## src/bannerPkg.sv

```systemverilog
package bannerPkg;

  localparam int X_W = 9;
  localparam int Y_W = 8;

  // local window that holds every bar
  localparam logic [X_W-1:0] BANNER_W = 9'd215;
  localparam logic [Y_W-1:0] BANNER_H = 8'd50;

  localparam int SEG_COUNT = 32;

  typedef enum logic {
    HORIZONTAL,
    VERTICAL
  } segOrient;

  typedef enum logic [1:0] {
    HIDDEN,
    SOLID,
    BLINK
  } bannerMode;

  // top-left corner of one bar, relative to the banner origin
  typedef struct packed {
    segOrient        orient;
    logic [X_W-1:0]  x;
    logic [Y_W-1:0]  y;
  } segEntry;

  localparam segEntry segTable [SEG_COUNT] = '{
    // horizontal bars
    '{HORIZONTAL, 9'd4,   8'd42},
    '{HORIZONTAL, 9'd4,   8'd0},
    '{HORIZONTAL, 9'd33,  8'd0},
    '{HORIZONTAL, 9'd33,  8'd21},
    '{HORIZONTAL, 9'd33,  8'd42},
    '{HORIZONTAL, 9'd66,  8'd0},
    '{HORIZONTAL, 9'd66,  8'd21},
    '{HORIZONTAL, 9'd66,  8'd42},
    '{HORIZONTAL, 9'd101, 8'd0},
    '{HORIZONTAL, 9'd128, 8'd21},
    '{HORIZONTAL, 9'd128, 8'd42},
    '{HORIZONTAL, 9'd157, 8'd0},
    '{HORIZONTAL, 9'd157, 8'd21},
    '{HORIZONTAL, 9'd157, 8'd42},
    '{HORIZONTAL, 9'd190, 8'd0},
    '{HORIZONTAL, 9'd190, 8'd42},
    // vertical bars
    '{VERTICAL,   9'd0,   8'd3},
    '{VERTICAL,   9'd0,   8'd24},
    '{VERTICAL,   9'd52,  8'd3},
    '{VERTICAL,   9'd52,  8'd24},
    '{VERTICAL,   9'd62,  8'd3},
    '{VERTICAL,   9'd85,  8'd24},
    '{VERTICAL,   9'd95,  8'd3},
    '{VERTICAL,   9'd95,  8'd24},
    '{VERTICAL,   9'd118, 8'd3},
    '{VERTICAL,   9'd118, 8'd24},
    '{VERTICAL,   9'd147, 8'd3},
    '{VERTICAL,   9'd147, 8'd24},
    '{VERTICAL,   9'd176, 8'd3},
    '{VERTICAL,   9'd176, 8'd24},
    '{VERTICAL,   9'd186, 8'd3},
    '{VERTICAL,   9'd186, 8'd24}
  };

endpackage
```

## src/pixelBus.sv

```systemverilog
`timescale 1ns/1ps

interface pixelBus;

  // coordinate relative to the banner origin
  logic [bannerPkg::X_W-1:0] localX;
  logic [bannerPkg::Y_W-1:0] localY;
  logic                      inWindow;
  logic                      pixelValid;

  modport driver (
    output localX,
    output localY,
    output inWindow,
    output pixelValid
  );

  modport receiver (
    input localX,
    input localY,
    input inWindow,
    input pixelValid
  );

endinterface

```

## src/defusedBanner.sv

```systemverilog
`timescale 1ns/1ps

module defusedBanner #(
  parameter int NUM_SEGS     = bannerPkg::SEG_COUNT,
  parameter int BLINK_FRAMES = 16
) (
  input  logic                      clk,
  input  logic                      nrst,
  input  logic [bannerPkg::X_W-1:0] x,
  input  logic [bannerPkg::Y_W-1:0] y,
  input  logic                      pixelValid,
  input  logic [bannerPkg::X_W-1:0] originX,
  input  logic [bannerPkg::Y_W-1:0] originY,
  input  bannerPkg::bannerMode      mode,
  input  logic                      frameStart,
  output logic                      bannerPixel,
  output logic                      pixelOut
);

  logic [NUM_SEGS-1:0] segHits;
  logic [NUM_SEGS-1:0] hitValid;

  pixelBus localBus ();

  pixelOffset pixelOffset_inst (
    .clk        (clk),
    .nrst       (nrst),
    .x          (x),
    .y          (y),
    .pixelValid (pixelValid),
    .originX    (originX),
    .originY    (originY),
    .bus        (localBus.driver)
  );

  // one matcher per bar in the table
  for (genvar g = 0; g < NUM_SEGS; g++) begin : gMatch
    segmentMatch #(
      .SEG_INDEX (g)
    ) segmentMatch_inst (
      .clk      (clk),
      .nrst     (nrst),
      .bus      (localBus.receiver),
      .hit      (segHits[g]),
      .hitValid (hitValid[g])
    );
  end

  pixelCombine #(
    .NUM_SEGS     (NUM_SEGS),
    .BLINK_FRAMES (BLINK_FRAMES)
  ) pixelCombine_inst (
    .clk         (clk),
    .nrst        (nrst),
    .segHits     (segHits),
    .hitValid    (hitValid[0]),
    .mode        (mode),
    .frameStart  (frameStart),
    .bannerPixel (bannerPixel),
    .pixelOut    (pixelOut)
  );

endmodule

```

## src/pixelCombine.sv

```systemverilog
`timescale 1ns/1ps

module pixelCombine #(
  parameter int NUM_SEGS     = 32,
  parameter int BLINK_FRAMES = 16
) (
  input  logic                 clk,
  input  logic                 nrst,
  input  logic [NUM_SEGS-1:0]  segHits,
  input  logic                 hitValid,
  input  bannerPkg::bannerMode mode,
  input  logic                 frameStart,
  output logic                 bannerPixel,
  output logic                 pixelOut
);

  localparam int CNT_W = (BLINK_FRAMES > 1) ? $clog2(BLINK_FRAMES) : 1;
  localparam logic [CNT_W-1:0] LAST_FRAME = CNT_W'(BLINK_FRAMES - 1);

  logic [CNT_W-1:0] frameCount;
  logic             phaseShown;
  logic             anyHit;
  logic             visible;

  always_comb begin
    anyHit = |segHits;
    case (mode)
      bannerPkg::SOLID: visible = 1'b1;
      bannerPkg::BLINK: visible = phaseShown;
      default:          visible = 1'b0;
    endcase
  end

  // blink phase flips once every BLINK_FRAMES frame pulses
  always_ff @(posedge clk) begin
    if (!nrst) begin
      frameCount <= '0;
      phaseShown <= 1'b1;
    end else if (mode != bannerPkg::BLINK) begin
      frameCount <= '0;
      phaseShown <= 1'b1;
    end else if (frameStart) begin
      if (frameCount == LAST_FRAME) begin
        frameCount <= '0;
        phaseShown <= !phaseShown;
      end else begin
        frameCount <= frameCount + 1'b1;
      end
    end
  end

  always_ff @(posedge clk) begin
    if (!nrst) begin
      bannerPixel <= 1'b0;
      pixelOut    <= 1'b0;
    end else begin
      bannerPixel <= hitValid && visible && anyHit;
      pixelOut    <= hitValid;
    end
  end

  hiddenIsDark: assert property (
    @(posedge clk) disable iff (!nrst)
    (mode == bannerPkg::HIDDEN) |=> !bannerPixel
  );

endmodule

```

## src/segmentMatch.sv

```systemverilog
`timescale 1ns/1ps

module segmentMatch #(
  parameter int SEG_INDEX = 0
) (
  input  logic       clk,
  input  logic       nrst,
  pixelBus.receiver  bus,
  output logic       hit,
  output logic       hitValid
);

  localparam bannerPkg::segEntry SEG = bannerPkg::segTable[SEG_INDEX];

  // bar footprint, long side by short side
  localparam logic [bannerPkg::X_W-1:0] BAR_LEN   = 20;
  localparam logic [bannerPkg::X_W-1:0] BAR_THICK = 5;

  logic [bannerPkg::X_W-1:0] relX;
  logic [bannerPkg::Y_W-1:0] relY;
  logic [bannerPkg::X_W-1:0] along;
  logic [bannerPkg::X_W-1:0] across;
  logic                      pastCorner;
  logic                      onBar;

  // tapered profile: outer rows lose two pixels at each end, next rows one
  function automatic logic barRule(input logic [2:0] row, input logic [4:0] col);
    case (row)
      3'd0, 3'd4: barRule = (col >= 5'd2) && (col <= 5'd17);
      3'd1, 3'd3: barRule = (col >= 5'd1) && (col <= 5'd18);
      3'd2:       barRule = (col <= 5'd19);
      default:    barRule = 1'b0;
    endcase
  endfunction

  always_comb begin
    relX = bus.localX - SEG.x;
    relY = bus.localY - SEG.y;
    pastCorner = (bus.localX >= SEG.x) && (bus.localY >= SEG.y);
    // vertical bars use the same rule with the axes swapped
    if (SEG.orient == bannerPkg::HORIZONTAL) begin
      along  = relX;
      across = {{(bannerPkg::X_W - bannerPkg::Y_W){1'b0}}, relY};
    end else begin
      along  = {{(bannerPkg::X_W - bannerPkg::Y_W){1'b0}}, relY};
      across = relX;
    end
    onBar = pastCorner && (along < BAR_LEN) && (across < BAR_THICK) &&
            barRule(across[2:0], along[4:0]);
  end

  always_ff @(posedge clk) begin
    if (!nrst) begin
      hit      <= 1'b0;
      hitValid <= 1'b0;
    end else begin
      hit      <= onBar && bus.inWindow && bus.pixelValid;
      hitValid <= bus.pixelValid;
    end
  end

  hitNeedsValid: assert property (
    @(posedge clk) disable iff (!nrst)
    !hitValid |-> !hit
  );

endmodule

```

## src/pixelOffset.sv

```systemverilog
`timescale 1ns/1ps

module pixelOffset (
  input  logic                      clk,
  input  logic                      nrst,
  input  logic [bannerPkg::X_W-1:0] x,
  input  logic [bannerPkg::Y_W-1:0] y,
  input  logic                      pixelValid,
  input  logic [bannerPkg::X_W-1:0] originX,
  input  logic [bannerPkg::Y_W-1:0] originY,
  pixelBus.driver                   bus
);

  logic [bannerPkg::X_W-1:0] dx;
  logic [bannerPkg::Y_W-1:0] dy;
  logic                      inWin;

  // dx is only exact when x is at or past the origin, so that check comes first
  always_comb begin
    dx = x - originX;
    dy = y - originY;
    inWin = (x >= originX) && (dx < bannerPkg::BANNER_W) &&
            (y >= originY) && (dy < bannerPkg::BANNER_H);
  end

  always_ff @(posedge clk) begin
    if (!nrst) begin
      bus.localX     <= '0;
      bus.localY     <= '0;
      bus.inWindow   <= 1'b0;
      bus.pixelValid <= 1'b0;
    end else begin
      bus.localX     <= dx;
      bus.localY     <= dy;
      bus.inWindow   <= inWin;
      bus.pixelValid <= pixelValid;
    end
  end

  // a windowed pixel never lands outside the banner area
  localCoordInRange: assert property (
    @(posedge clk) disable iff (!nrst)
    (bus.pixelValid && bus.inWindow) |->
      (bus.localX < bannerPkg::BANNER_W) && (bus.localY < bannerPkg::BANNER_H)
  );

endmodule

```

## config.mk

```make
export PLATFORM = sky130hd
export DESIGN_NAME = defusedBanner
export DESIGN_NICKNAME = d
export VERILOG_FILES = /design/src/bannerPkg.sv /design/src/pixelBus.sv /design/src/defusedBanner.sv /design/src/pixelCombine.sv /design/src/segmentMatch.sv /design/src/pixelOffset.sv
export SDC_FILE = /design/constraint.sdc
export NUM_CORES = 1
export LEC_CHECK = 0
export ABC_AREA = 1
export BUFFER_PORTS_ARGS = -buffer_cell sky130_fd_sc_hd__buf_2
export CAP_MARGIN = 20
export CORE_ASPECT_RATIO = 0.7
export CORE_MARGIN = 2
export CORE_UTILIZATION = 40
export CTS_CLUSTER_SIZE = 40
export DETAILED_ROUTE_END_ITERATION = 12
export SLEW_MARGIN = 20
export SYNTH_ARGS = -nofsm -noshare
export SYNTH_HDL_FRONTEND = slang
export SYNTH_SLANG_ARGS = --single-unit
```

## constraint.sdc

```tcl
create_clock -name clk -period 1.9 [get_ports clk]
set_input_delay 0.19 -clock clk [delete_from_list [all_inputs] [get_ports clk]]
set_output_delay 0.19 -clock clk [all_outputs]
set_load 0.03 [all_outputs]
```

==> metrics.yaml <==
global_route:
  use_met2_pct: 38.8
  grt.busiest_layer: "met1"
  gr-total-overflow: 0
  antenna_found_initial: 0
  globalRouteMet3Util_pct: 8.67
  grt_pass1_wl_um: 38200
  grt_max_degree: 17
  grt_usage_pct: 28.3
  grt_use_met1_pct: 42.2
  grt_pass1_vias: 7224
timing:
  rsz0062_at_grt: "true"
  worst_pin_slew_ns: 0.608
  fmax_mhz: 503
  fin_crit_sh_pct: 105
  tns_ns: -0.248
  skew_ns: 0.0147
  finalCriticalPeriod_ns: 1.99
  relSlewSlack_pct: 59.1
  slew_violations: 0
  finalWorstSetupSlack_ns: -0.0900
  setup_viol: 7
  hold_slack_ns: 0.0249
  finalHoldViolCount: 0
cells_and_area:
  diodes: 0
  drive_above_1_share_pct: 32.0
  nFillCells: 1514
  postLayoutCoreUtil_pct: 58.9
  final_nets: 1385
  syn_to_final_growth_pct: 42.5
setup_path:
  critPathBufInv: 4
  setup.worst_path.end_class: "flip-flop"
  cp.required_ns: 2.17
  path_cells: "clkinvlp_4 -> buf_12 -> ha_4 -> inv_6 -> a21oi_4 -> nor3_4 -> nor4_4 -> buf_4 -> nand2_2 -> nor2_2"
  worstPathMaxFanout: 8
  slowest_delay_ns: 0.37
  worst_path_max_delay_cell: "dfxtp_4"
  start_kind: "flip-flop"
  crit_type: "reg -> reg"
  worst-r2r-setup-slack_ns: -0.09
  cp_top_family: "simple AND/OR/NAND/NOR gates"
  worstPathArrival_ns: 2.26
clocking:
  cts_buffers: 9
  htree_levels: 3
  ctsHoldBuffers: 0
  cts_tree: "done"
  clk_pin_slew_ns: 0.07
  clk_latency_ns: 0.34
  ctsRootBufferMaster: "clkbuf_16"
  cts_sinks: 59
  clockBufferDepth: 2
power_and_ir_drop:
  ir_drop_mv: 0.425
  design_power_total_uw: 6570
  power_density_mw_per_mm2: 712
  p_leak_uw: 0.00462
route:
  drtAntennaViolNets: 0
  drt_wl_total_um: 24900
  avgViaCountPerCell: 5.34
  first_pass_iters: 5
  dr_total_vias: 7924
  wl_per_cell_um: 16.8
  drtIter0Drc: 924
  drc: 0
placement:
  place_ws_ns: -0.304
  hpwlAfterDp_um: 19600
  numPortBuffers: 41
  gp_congestion: 0.998
synthesis:
  yosysWarnings: 0
  ys_types: 56
  ys_dominant_reg_cell: "dfxtp_1"
  synth_nets: 1184
  syn_area_mm2: 0.00648
  seq_area_frac_synth_pct: 18.2
  synth-edff-count: 0
  synth.avg_cell_area_um2: 6.02
  synth-seq-cells: 59
  async_flop_share_pct: 0
  syn_inst: 1077
die:
  core_mm2: 0.0157
  die_height_um: 111
  initial_core_util_pct: 41.3
  die_w_um: 156
  rows: 38
  die_area_mm2: 0.0173
  ios: 42
run:
  maxCapViolCount: 0
hold_path:
  hp-class: "in -> reg"
status:
  violations: "negative setup slack"
  status: "finished with violations"
cell usage after synthesis, types with 2 or more instances:
cell | instances | area share (%)
nor4_1 | 13 | 1.3
o21a_1 | 2 | 0.23
nand2_4 | 2 | 0.35
o21ai_1 | 4 | 0.31
buf_6 | 4 | 0.69
fa_1 | 2 | 0.62
nand3_1 | 108 | 8.3
nand4_1 | 20 | 1.9
a31oi_1 | 4 | 0.39
dfxtp_1 | 59 | 18
xor2_1 | 16 | 2.2
clkbuf_1 | 3 | 0.17
nand2_1 | 265 | 15
o2111ai_1 | 3 | 0.41
nor2_1 | 128 | 7.4
and3_1 | 2 | 0.19
buf_2 | 14 | 1.1
nand3_2 | 2 | 0.31
nor2_2 | 5 | 0.48
inv_1 | 158 | 9.2
ha_1 | 65 | 13
nor3_1 | 32 | 2.5
nand2_2 | 11 | 1.1
inv_2 | 6 | 0.35
clkinv_1 | 2 | 0.12
xnor2_1 | 4 | 0.54
or2_2 | 4 | 0.39
o21ai_0 | 47 | 3.6
o22ai_1 | 5 | 0.48
a21oi_1 | 50 | 3.9
buf_4 | 4 | 0.46
nand3b_1 | 9 | 1.0
worst min-delay path: stages:
cell     delay (ns)
buf_2          0.07
nand2_1        0.04
inv_1          0.04
per-layer routing:
metal  vias to the layer above  wire length (µm)
li1                       3897                 -
met1                      3625             11500
met2                       361             10000
met3                        41              2790
met4                         0               493
met5                         -                 0
placed cells by master (no fill, tap or decap), types with 4 or more instances in the layout:
cell       instances
buf_6             14
nand2_4           11
nor3_2             9
o21ai_1           17
a21oi_1           43
buf_2             41
nor2_2            18
nand3_1           96
buf_4            155
o21ai_2            5
ha_1              46
o21ai_0           29
o22ai_1            5
clkbuf_16          9
dfxtp_2            6
nor3_4             4
nor3_1            19
xor2_1            13
ha_2               5
dfxtp_1           51
nand2_1          234
a21oi_2            7
nand3b_1           9
nor2_4             5
nand3_2           11
nand4_1           20
nor4_1            11
inv_2             20
nor2_1           111
ha_4              14
nand3_4            4
inv_1            141
nand2_2           33
kinds of logic after synthesis:
logic type	synth area share, %
DFF	18.2
adders and majority gates	13.2
xor gates and xnor gates	3.38
AOI/OAI and AO/OA	11.8
and+or+nand+nor	41.3
buffers and inverters	12.1
registers in the layout, indices dropped and copies added (netlist names):
signal                             flops
gMatch.segmentMatch_inst.hit          32
gMatch.segmentMatch_inst.hitValid      1
pixelCombine_inst.bannerPixel          1
pixelCombine_inst.frameCount           4
pixelCombine_inst.phaseShown           1
pixelCombine_inst.pixelOut             1
pixelOffset_inst.bus.inWindow          1
pixelOffset_inst.bus.localX            9
pixelOffset_inst.bus.localY            8
pixelOffset_inst.bus.pixelValid        1
cell type report:
cell class                      instances  area (µm²)  share of cell area (%)
Multi-Input combinational cell        826        5230                    56.6
Clock inverter                          7        76.3                   0.827
Inverter                              167         643                    6.96
Timing Repair Buffer                  215        1620                    17.5
Sequential cell                        59        1200                    13.0
Clock buffer                            9         225                    2.44
Tap cell                              200         250                    2.71
worst paths after layout:
kind,depth (start not counted),endpoint,start
worst max-delay path,10,gMatch[31].segmentMatch_inst.hit$_SDFF_PN0_,pixelOffset_inst.bus.localX[1]$_SDFF_PN0_
worst min-delay path,3,pixelOffset_inst.bus.pixelValid$_SDFF_PN0_,pixelValid
worst max register to register,10,gMatch[31].segmentMatch_inst.hit$_SDFF_PN0_,pixelOffset_inst.bus.localX[1]$_SDFF_PN0_
worst min register to register,2,pixelCombine_inst.pixelOut$_SDFF_PN0_,gMatch[0].segmentMatch_inst.hitValid$_SDFF_PN0_
metrics by stage:
stage | cells | instance area, µm²
after global placement | 1451 | 8010
after detailed placement | 1451 | 8010
after global routing | 1483 | 9230
after floorplan | 1077 | 6530
after CTS | 1475 | 8670
final | 1483 | 9230
timing repair:
item | CTS | global route
buffers inserted | 8 | 8
pin swaps | 21 | 47
resized for setup | 68 | 139
cloned | 0 | 0
endpoints found under the setup margin | 28 | 30
power breakdown:
group	leakage (µW)	internal [µW]	total (µW)	switching [µW]
Combinational	0.00399	1440	3550	2110
Clock	0.000142	1020	1670	645
Sequential	0.000483	1290	1360	69.1
Power figures use the tool's default switching activity.
